$ cat src/common/cpu16_pkg.sv
`default_nettype none

package cpu16_pkg;

	////////////////////////////////////////////////////////////////////////////
	// Sizes and register map
	////////////////////////////////////////////////////////////////////////////

	localparam int DATA_W   = 16;
	localparam int INSTR_W  = 16;
	localparam int RADDR_W  = 4;
	localparam int NUM_REGS = 10;                      // r0..r7, SP, T

	localparam logic [RADDR_W-1:0] REG_SP = 4'd8;      // Stack pointer
	localparam logic [RADDR_W-1:0] REG_T  = 4'd9;      // Compare result

	////////////////////////////////////////////////////////////////////////////
	// Operation and operand-source encodings
	////////////////////////////////////////////////////////////////////////////

	typedef enum logic [3:0] {
		EXE_ADD  = 4'h0,
		EXE_SUB  = 4'h1,
		EXE_AND  = 4'h2,
		EXE_OR   = 4'h3,
		EXE_SLL  = 4'h4,
		EXE_SRL  = 4'h5,
		EXE_SRA  = 4'h6,
		EXE_SRAV = 4'h7,
		EXE_CMP  = 4'h8,                               // 0 if equal, else 1
		EXE_PASS = 4'h9,                               // Result is op1
		EXE_NOP  = 4'hA
	} exe_op_e;

	typedef enum logic [2:0] {
		SEL_REG1 = 3'd0,
		SEL_REG2 = 3'd1,
		SEL_PC   = 3'd2,
		SEL_IMM  = 3'd3,
		SEL_ZERO = 3'd4
	} opsel_e;

	////////////////////////////////////////////////////////////////////////////
	// Pipeline payloads
	////////////////////////////////////////////////////////////////////////////

	typedef struct packed {
		logic               valid;
		exe_op_e            op;
		logic [RADDR_W-1:0] dest;
		logic               reg_write;
		logic               mem_read;
		logic               mem_write;
		opsel_e             op1_sel;
		opsel_e             op2_sel;
		logic [DATA_W-1:0]  imm;                       // Already extended
	} dec_ctrl_t;

	typedef struct packed {
		logic               valid;
		exe_op_e            op;
		logic [RADDR_W-1:0] dest;
		logic               reg_write;
		logic               mem_read;
		logic               mem_write;
		logic [DATA_W-1:0]  op1;
		logic [DATA_W-1:0]  op2;
		logic [DATA_W-1:0]  store_val;                 // SW data, taken from ry
	} exe_in_t;

	typedef struct packed {
		logic               valid;
		logic [DATA_W-1:0]  value;                     // ALU result or address
		logic [RADDR_W-1:0] dest;
		logic               reg_write;
		logic               mem_read;
		logic               mem_write;
		logic [DATA_W-1:0]  store_val;
	} exe_result_t;

	typedef struct packed {
		logic               en;
		logic [RADDR_W-1:0] addr;
		logic [DATA_W-1:0]  data;
	} wb_t;

endpackage

`default_nettype wire

$ cat src/decode/instr_decoder.sv
`timescale 1ns/1ps
`default_nettype none

module instr_decoder (
	input  wire logic [cpu16_pkg::INSTR_W-1:0] instr,
	input  wire logic                          instr_valid,
	output cpu16_pkg::dec_ctrl_t               ctrl,
	output logic [cpu16_pkg::RADDR_W-1:0]      rs1,
	output logic [cpu16_pkg::RADDR_W-1:0]      rs2
);
	import cpu16_pkg::*;

	logic [RADDR_W-1:0] rx;
	logic [RADDR_W-1:0] ry;
	logic [RADDR_W-1:0] rz;
	logic [DATA_W-1:0]  shamt;

	assign rx = {1'b0, instr[10:8]};
	assign ry = {1'b0, instr[7:5]};
	assign rz = {1'b0, instr[4:2]};
	assign shamt = (instr[4:2] == 3'b000) ? DATA_W'(8) : DATA_W'(instr[4:2]); // 0 means 8

	always_comb begin
		ctrl         = '0;
		ctrl.valid   = instr_valid;
		ctrl.op      = EXE_NOP;                        // Branches and unknown words
		ctrl.op1_sel = SEL_ZERO;
		ctrl.op2_sel = SEL_ZERO;
		rs1          = '0;
		rs2          = '0;

		case (instr[15:11])
			5'b01001: begin                            // ADDIU rx, imm8
				ctrl.op = EXE_ADD; rs1 = rx; ctrl.dest = rx; ctrl.reg_write = 1'b1;
				ctrl.op1_sel = SEL_REG1; ctrl.op2_sel = SEL_IMM;
				ctrl.imm = {{8{instr[7]}}, instr[7:0]};
			end
			5'b01000: begin                            // ADDIU3 rx, ry, imm4
				ctrl.op = EXE_ADD; rs1 = rx; ctrl.dest = ry; ctrl.reg_write = 1'b1;
				ctrl.op1_sel = SEL_REG1; ctrl.op2_sel = SEL_IMM;
				ctrl.imm = {{12{instr[3]}}, instr[3:0]};
			end
			5'b01100: begin
				if (instr[10:8] == 3'b011) begin       // ADDSP imm8
					ctrl.op = EXE_ADD; rs1 = REG_SP; ctrl.dest = REG_SP; ctrl.reg_write = 1'b1;
					ctrl.op1_sel = SEL_REG1; ctrl.op2_sel = SEL_IMM;
					ctrl.imm = {{8{instr[7]}}, instr[7:0]};
				end
			end
			5'b11100: begin                            // ADDU / SUBU, rz = rx op ry
				if (instr[0]) begin
					ctrl.op = instr[1] ? EXE_SUB : EXE_ADD;
					rs1 = rx; rs2 = ry; ctrl.dest = rz; ctrl.reg_write = 1'b1;
					ctrl.op1_sel = SEL_REG1; ctrl.op2_sel = SEL_REG2;
				end
			end
			5'b11101: begin
				rs1 = rx;
				rs2 = ry;
				ctrl.op1_sel = SEL_REG1;
				ctrl.op2_sel = SEL_REG2;
				case (instr[4:0])
					5'b01100: begin ctrl.op = EXE_AND; ctrl.dest = rx; ctrl.reg_write = 1'b1; end
					5'b01101: begin ctrl.op = EXE_OR;  ctrl.dest = rx; ctrl.reg_write = 1'b1; end
					5'b01010: begin ctrl.op = EXE_CMP; ctrl.dest = REG_T; ctrl.reg_write = 1'b1; end
					5'b00111: begin                    // SRAV: ry = ry >>> rx
						ctrl.op = EXE_SRAV; ctrl.dest = ry; ctrl.reg_write = 1'b1;
						ctrl.op1_sel = SEL_REG2; ctrl.op2_sel = SEL_REG1;
					end
					5'b00000: begin
						if (instr[7:5] == 3'b010) begin // MFPC rx
							ctrl.op = EXE_PASS; ctrl.dest = rx; ctrl.reg_write = 1'b1;
							ctrl.op1_sel = SEL_PC;
						end
					end
					default: ;                         // JR, JALR, JRRA fall to NOP
				endcase
			end
			5'b01101: begin                            // LI rx, imm8
				ctrl.op = EXE_PASS; ctrl.dest = rx; ctrl.reg_write = 1'b1;
				ctrl.op1_sel = SEL_IMM;
				ctrl.imm = {8'h00, instr[7:0]};
			end
			5'b01111: begin
				if (instr[4:0] == 5'b00000) begin      // MOVE rx, ry
					ctrl.op = EXE_PASS; rs2 = ry; ctrl.dest = rx; ctrl.reg_write = 1'b1;
					ctrl.op1_sel = SEL_REG2;
				end
			end
			5'b00110: begin                            // SLL / SRL / SRA, rx = ry sh imm3
				if (instr[1:0] != 2'b01) begin
					ctrl.op = (instr[1:0] == 2'b00) ? EXE_SLL :
					          (instr[1:0] == 2'b10) ? EXE_SRL : EXE_SRA;
					rs2 = ry; ctrl.dest = rx; ctrl.reg_write = 1'b1;
					ctrl.op1_sel = SEL_REG2; ctrl.op2_sel = SEL_IMM;
					ctrl.imm = shamt;
				end
			end
			5'b10011, 5'b11011: begin                  // LW / SW, address rx + imm5
				ctrl.op = EXE_ADD; rs1 = rx; rs2 = ry; ctrl.dest = ry;
				ctrl.mem_read  = ~instr[14];
				ctrl.mem_write = instr[14];
				ctrl.reg_write = ~instr[14];           // LW writes in the memory stage
				ctrl.op1_sel = SEL_REG1; ctrl.op2_sel = SEL_IMM;
				ctrl.imm = {{11{instr[4]}}, instr[4:0]};
			end
			default: ;
		endcase
	end

endmodule

`default_nettype wire

$ cat src/logic/reg_file.sv
`timescale 1ns/1ps
`default_nettype none

module reg_file (
	input  wire logic                         clk,
	input  wire logic                         arst_n,
	input  wire logic [cpu16_pkg::RADDR_W-1:0] rs1,
	input  wire logic [cpu16_pkg::RADDR_W-1:0] rs2,
	output logic [cpu16_pkg::DATA_W-1:0]      rd1,
	output logic [cpu16_pkg::DATA_W-1:0]      rd2,
	input  wire cpu16_pkg::wb_t               wb
);
	import cpu16_pkg::*;

	logic [DATA_W-1:0] regs [NUM_REGS];

	always_ff @(posedge clk or negedge arst_n) begin
		if (!arst_n) begin
			for (int i = 0; i < NUM_REGS; i++) begin
				regs[i] <= '0;
			end
		end else if (wb.en && (wb.addr < NUM_REGS)) begin
			regs[wb.addr] <= wb.data;
		end
	end

	// No bypass, a same-cycle write is seen one cycle later
	assign rd1 = (rs1 < NUM_REGS) ? regs[rs1] : '0;
	assign rd2 = (rs2 < NUM_REGS) ? regs[rs2] : '0;

	////////////////////////////////////////////////////////////////////////////
	// Checks
	////////////////////////////////////////////////////////////////////////////

	// Decoder and ALU together must only ever target real registers
	a_wb_addr_range : assert property (
		@(posedge clk) disable iff (!arst_n)
		wb.en |-> (wb.addr < NUM_REGS)
	) else $error("reg_file: write to register %0d", wb.addr);

endmodule

`default_nettype wire

$ cat src/logic/id_exe_reg.sv
`timescale 1ns/1ps
`default_nettype none

module id_exe_reg (
	input  wire logic                        clk,
	input  wire logic                        arst_n,
	input  wire cpu16_pkg::dec_ctrl_t        ctrl,
	input  wire logic [cpu16_pkg::DATA_W-1:0] rd1,
	input  wire logic [cpu16_pkg::DATA_W-1:0] rd2,
	input  wire logic [cpu16_pkg::DATA_W-1:0] pc,
	input  wire logic                        hold,
	input  wire logic                        flush,
	output cpu16_pkg::exe_in_t               exe_in,
	output logic [31:0]                      issue_count
);
	import cpu16_pkg::*;

	logic    valid_q;
	logic    capture;
	exe_in_t payload_d;
	exe_in_t payload_q;

	function automatic logic [DATA_W-1:0] pick_operand(
		input opsel_e            sel,
		input logic [DATA_W-1:0] r1,
		input logic [DATA_W-1:0] r2,
		input logic [DATA_W-1:0] p,
		input logic [DATA_W-1:0] imm
	);
		case (sel)
			SEL_REG1: return r1;
			SEL_REG2: return r2;
			SEL_PC:   return p;
			SEL_IMM:  return imm;
			default:  return '0;
		endcase
	endfunction

	assign capture = ~flush & ~hold;                   // Flush wins over hold

	always_comb begin
		payload_d.valid     = ctrl.valid;
		payload_d.op        = ctrl.op;
		payload_d.dest      = ctrl.dest;
		payload_d.reg_write = ctrl.reg_write;
		payload_d.mem_read  = ctrl.mem_read;
		payload_d.mem_write = ctrl.mem_write;
		payload_d.op1       = pick_operand(ctrl.op1_sel, rd1, rd2, pc, ctrl.imm);
		payload_d.op2       = pick_operand(ctrl.op2_sel, rd1, rd2, pc, ctrl.imm);
		payload_d.store_val = rd2;                     // SW data is ry
	end

	always_ff @(posedge clk or negedge arst_n) begin
		if (!arst_n) begin
			valid_q     <= 1'b0;
			issue_count <= '0;
		end else if (flush) begin
			valid_q <= 1'b0;
		end else if (!hold) begin
			valid_q <= ctrl.valid;
			if (ctrl.valid) begin
				issue_count <= issue_count + 32'd1;
			end
		end
	end

	always_ff @(posedge clk) begin
		if (capture) begin
			payload_q <= payload_d;
		end
	end

	// Held entry stays invisible downstream until hold drops
	always_comb begin
		exe_in       = payload_q;
		exe_in.valid = valid_q & ~hold;
	end

	////////////////////////////////////////////////////////////////////////////
	// Checks
	////////////////////////////////////////////////////////////////////////////

	a_flush_clears : assert property (
		@(posedge clk) disable iff (!arst_n)
		flush |=> !valid_q
	) else $error("id_exe_reg: valid survived a flush");

	a_hold_stable : assert property (
		@(posedge clk) disable iff (!arst_n)
		(hold && !flush && valid_q) |=> ($stable(payload_q) && $stable(issue_count))
	) else $error("id_exe_reg: payload changed during hold");

endmodule

`default_nettype wire

$ cat src/execute/alu_exec.sv
`timescale 1ns/1ps
`default_nettype none

module alu_exec (
	input  wire logic                 clk,
	input  wire logic                 arst_n,
	input  wire cpu16_pkg::exe_in_t   exe_in,
	output cpu16_pkg::exe_result_t    result,
	output cpu16_pkg::wb_t            wb
);
	import cpu16_pkg::*;

	logic [DATA_W-1:0] alu_val;
	logic [3:0]        shamt;
	logic              res_valid_q;
	exe_result_t       res_d;
	exe_result_t       res_q;

	assign shamt = exe_in.op2[3:0];                    // Shifts never exceed 15

	always_comb begin
		case (exe_in.op)
			EXE_ADD:            alu_val = exe_in.op1 + exe_in.op2;
			EXE_SUB:            alu_val = exe_in.op1 - exe_in.op2;
			EXE_AND:            alu_val = exe_in.op1 & exe_in.op2;
			EXE_OR:             alu_val = exe_in.op1 | exe_in.op2;
			EXE_SLL:            alu_val = exe_in.op1 << shamt;
			EXE_SRL:            alu_val = exe_in.op1 >> shamt;
			EXE_SRA, EXE_SRAV:  alu_val = DATA_W'($signed(exe_in.op1) >>> shamt);
			EXE_CMP:            alu_val = (exe_in.op1 == exe_in.op2) ? '0 : DATA_W'(1);
			EXE_PASS:           alu_val = exe_in.op1;
			default:            alu_val = '0;          // NOP
		endcase
	end

	always_comb begin
		res_d.valid     = exe_in.valid;
		res_d.value     = alu_val;
		res_d.dest      = exe_in.dest;
		res_d.reg_write = exe_in.reg_write;
		res_d.mem_read  = exe_in.mem_read;
		res_d.mem_write = exe_in.mem_write;
		res_d.store_val = exe_in.store_val;
	end

	always_ff @(posedge clk or negedge arst_n) begin
		if (!arst_n) begin
			res_valid_q <= 1'b0;
		end else begin
			res_valid_q <= exe_in.valid;
		end
	end

	always_ff @(posedge clk) begin
		if (exe_in.valid) begin
			res_q <= res_d;
		end
	end

	always_comb begin
		result       = res_q;
		result.valid = res_valid_q;
	end

	// LW data only exists after the memory stage
	assign wb.en   = res_valid_q & res_q.reg_write & ~res_q.mem_read;
	assign wb.addr = res_q.dest;
	assign wb.data = res_q.value;

	////////////////////////////////////////////////////////////////////////////
	// Checks
	////////////////////////////////////////////////////////////////////////////

	a_mem_flags_exclusive : assert property (
		@(posedge clk) disable iff (!arst_n)
		result.valid |-> !(result.mem_read && result.mem_write)
	) else $error("alu_exec: load and store flagged together");

endmodule

`default_nettype wire

$ cat src/logic/exec_core.sv
`timescale 1ns/1ps
`default_nettype none

module exec_core (
	input  wire logic                          clk,
	input  wire logic                          arst_n,
	input  wire logic [cpu16_pkg::INSTR_W-1:0] instr,
	input  wire logic                          instr_valid,
	input  wire logic [cpu16_pkg::DATA_W-1:0]  pc,
	input  wire logic                          hold,
	input  wire logic                          flush,
	output cpu16_pkg::exe_result_t             result,
	output logic [31:0]                        issue_count
);
	import cpu16_pkg::*;

	dec_ctrl_t          dec_ctrl;
	logic [RADDR_W-1:0] rs1;
	logic [RADDR_W-1:0] rs2;
	logic [DATA_W-1:0]  rd1;
	logic [DATA_W-1:0]  rd2;
	exe_in_t            exe_in;
	wb_t                wb;

	instr_decoder u_instr_decoder (
		.instr       (instr),
		.instr_valid (instr_valid),
		.ctrl        (dec_ctrl),
		.rs1         (rs1),
		.rs2         (rs2)
	);

	reg_file u_reg_file (
		.clk    (clk),
		.arst_n (arst_n),
		.rs1    (rs1),
		.rs2    (rs2),
		.rd1    (rd1),
		.rd2    (rd2),
		.wb     (wb)                                   // Write-back from execute
	);

	id_exe_reg u_id_exe_reg (
		.clk         (clk),
		.arst_n      (arst_n),
		.ctrl        (dec_ctrl),
		.rd1         (rd1),
		.rd2         (rd2),
		.pc          (pc),
		.hold        (hold),
		.flush       (flush),
		.exe_in      (exe_in),
		.issue_count (issue_count)
	);

	alu_exec u_alu_exec (
		.clk    (clk),
		.arst_n (arst_n),
		.exe_in (exe_in),
		.result (result),
		.wb     (wb)
	);

endmodule

`default_nettype wire

$ cat config.mk
export PLATFORM = sky130hd
export DESIGN_NAME = exec_core
export DESIGN_NICKNAME = d
export VERILOG_FILES = /design/src/common/cpu16_pkg.sv /design/src/decode/instr_decoder.sv /design/src/logic/reg_file.sv /design/src/logic/id_exe_reg.sv /design/src/execute/alu_exec.sv /design/src/logic/exec_core.sv
export SDC_FILE = /design/constraint.sdc
export NUM_CORES = 1
export LEC_CHECK = 0
export ABC_CLOCK_PERIOD_IN_PS = 3900
export BUFFER_PORTS_ARGS = -buffer_cell sky130_fd_sc_hd__buf_4
export CORE_MARGIN = 5
export CORE_UTILIZATION = 25
export DETAILED_ROUTE_END_ITERATION = 10
export GPL_TIMING_DRIVEN = 1
export SETUP_SLACK_MARGIN = 0.5
export SYNTH_ARGS = -nofsm -noshare
export SYNTH_HDL_FRONTEND = slang
export SYNTH_SLANG_ARGS = --single-unit
$ cat constraint.sdc
create_clock -name clk -period 3.9 [get_ports clk]
set_input_delay 0.78 -clock clk [delete_from_list [all_inputs] [get_ports clk]]
set_output_delay 0.78 -clock clk [all_outputs]
set_load 0.005 [all_outputs]
==> impl_metrics.toml <==
[outcome]
outcome = "finished, final reports clean"

[placement]
gp_congestion = 0.945
io_buffers = 108
dp_hpwl_um = 48900
place_worst_setup_slack_ns = 0.0862
dpl_cell_area_mm2 = 0.0203

[cts]
clkTransAtPathRegs_ns = 0.06
cts_buffers = 29
h-tree-depth = 1
cts-hold-fix-buffers = 0
cts.sinks = 282
postCtsSetupBuffers = 0
clkLatencyLatePin_ns = 0.60
cts_tree = "built"
clk_path_buf_depth = 3
cts_root_buf = "clkbuf_16"

[global_route]
grt_pass1_wl_um = 99200
grt_pass1_vias = 15000
grt_start_max_net_pins = 80
grt_overflow = 0
grtUsageTotal = 0.165
antenna_found_initial = 2

[floorplan]
fp.dieH_um = 277
rows = 98
core-area_mm2 = 0.0712
start_util = 0.251
io_pins = 109
die_x_um = 277
die_area_mm2 = 0.0769

[route]
drc_errors = 0
via_count = 15300
first_iter_violations = 1705
wl_um = 66400
wire_per_inst_um = 23.5
vias_per_cell = 5.42
drt_pass1_iterations = 8
drtAntennaViolNets = 0

[finish]
finalInstanceArea_mm2 = 0.0213
area_delta_synth_final_pct = 19.5
multi_input_comb_area_mm2 = 0.00968
fill_cells = 7280
drive_above_1_share = 0.264
nNetsFinal = 1932
seq_area_mm2 = 0.00755

[sta]
worst_slew_pin_slew_ns = 1.22
finalCriticalPeriod_ns = 3.29
hold_viol_final = 0
final_max_slew_viol_count = 0
worst_clock_skew_ns = 0.0428
grt_setup_unrepaired = "true"
finalWorstSetupSlack_ns = 0.608
period_share = 0.844
slew_headroom = 0.185
fmax_mhz = 304
setup_viol = 0
fin_setup_tns_ns = 0

[yosys]
ys_seq_elements = 282
ys_top_cells_by_count = "184 x dfrtp_1, 165 x mux2_2, 126 x nand2_1"
netlist_top_cells_area = "dfrtp_1 26%, edfxtp_1 16%, mux2_2 10%, mux2i_1 3.8%, ha_1 3.4%"
syn_nets = 1814
synth_area_leader_cell = "dfrtp_1"
synth_edf_count = 98
synth_cell_types = 90
yosysWarnings = 0
yosysTopAreaCellShare = 0.258
synth.most_common_cell = "dfrtp_1"
synthArstFlopShare = 0.652
postSynthCellCount = 1726
syn_area_per_cell_um2 = 10.4
synth-main-ff-cell = "dfrtp_1"
syn_area_mm2 = 0.0179
seq_area_frac_synth = 0.422

[critical_path]
cp.arrival_ns = 3.59
r2r-start = "u_id_exe_reg.exe_in[16]"
cp.required_ns = 4.19
cpPeakStageDelay_ns = 0.50
cp_num_buf_inv = 0
crit_fanout = 5
ff2ff_path_depth = 9
crit_chain = "ha_1, fa_1, a211oi_1, o21ai_1, a32oi_1, nor2b_1, o2bb2ai_1, o22ai_1, nand4_1"
regToRegEndpoint = "u_alu_exec.result[35]"
rrSetupSlack_ns = 0.61
cp-end-kind = "register"
crit_family = "compound AO/OA/AOI/OAI gates"
crit_type = "reg2reg"
worst_path_max_delay_cell = "edfxtp_1"
cp-start-kind = "register"

[power]
finalPower_mw = 7.50
ir_worst_vdd_v = 0.000354
p_per_area_mw_per_mm2 = 351
power.leakage_nw = 9.12

[worst_hold_path]
worstHoldPathType = "in2async"

[run]
maxCapViolations = 0
metrics by stage:
step                      std cells  hold slack (ns)  utilization
after global routing           2817            0.287        0.300
after global placement         2763            0.402        0.285
final                          2818            0.240        0.300
after floorplan                1726            0.400            -
after CTS                      2817            0.242        0.299
after detailed placement       2763            0.406        0.285
what timing repair did:
item	in CTS	in global routing
hold endpoints to repair	0	0
setup endpoints to repair	3	7
gates resized for setup	1	8
cloned	0	0
pin swaps	0	1
cells in the final DEF, fill, tap and decap left out, drive strengths merged, types with 22 or more instances in the layout:
master,instances
edfxtp,98
a21oi,79
xnor2,22
mux2,165
and3,27
clkbuf,37
ha,49
a211oi,32
nand3,43
buf,210
dfrtp,184
nand2,126
nor2,107
mux4,27
mux2i,67
o21ai,87
inv,67
nor3,42
power breakdown:
group          internal, mW  switching (mW)  leakage (nW)  total [mW]
clock network          1.79            1.23         0.501        3.01
registers              3.18           0.130          3.41        3.31
logic                 0.460           0.717          5.20        1.18
total                  5.43            2.07          9.12        7.50
routing by layer:
metal	GRT usage	wire, µm	vias to the layer above
li1	-	-	6782
met4	0.0650	2860	2
met3	0.0332	5230	143
met2	0.268	30900	730
met1	0.217	27400	7610
met5	0	13	-
cell type report:
type                    count  share of cell area
clock buffers              36              0.0373
well taps                 950              0.0557
repair buffers            211              0.0770
flip-flops and latches    282               0.354
clock inverters            18              0.0109
diodes                      1            0.000117
inverters                  68              0.0120
multi-input cells        1252               0.453
worst max path at each step:
stage | start | endpoint | slack, ns | cells after the start
floorplan | instr[0] | u_id_exe_reg.exe_in[17] | 0.43 | 11
global placement | instr[0] | u_id_exe_reg.exe_in[33] | 0.14 | 7
detailed placement | instr[0] | u_id_exe_reg.exe_in[33] | 0.09 | 7
CTS | u_id_exe_reg.exe_in[17] | u_alu_exec.result[36] | 0.56 | 9
global route | u_id_exe_reg.exe_in[17] | u_alu_exec.result[36] | 0.39 | 8
finish | u_id_exe_reg.exe_in[16] | u_alu_exec.result[35] | 0.61 | 9
worst reg2reg max path: stages, from the launching register on:
cell	delay, ns
edfxtp_1	0.50
ha_1	0.35
fa_1	0.49
a211oi_1	0.37
o21ai_1	0.23
a32oi_1	0.36
nor2b_1	0.29
o2bb2ai_1	0.09
o22ai_1	0.17
nand4_1	0.17
kinds of logic (layout without fill, tap and decap cells):
kind of cell / after synthesis / in the layout / synth area share
muxes: 259 / 259 / 0.176
AOI/OAI and AO/OA: 450 / 450 / 0.178
xor gates and xnor gates: 31 / 31 / 0.0152
other: 0 / 1 / 0
and+or+nand+nor: 461 / 461 / 0.129
DFF: 282 / 282 / 0.422
adders and majority gates: 51 / 51 / 0.0366
buffers and inverters: 192 / 333 / 0.0433
registers in the layout, indices dropped and copies added (netlist names):
name                      flops
u_id_exe_reg.issue_count     32
u_alu_exec.res_valid_q        1
u_reg_file.regs             150
u_id_exe_reg.valid_q          1
u_alu_exec.result            39
u_id_exe_reg.exe_in          59
(Power assumes the default switching activity.)
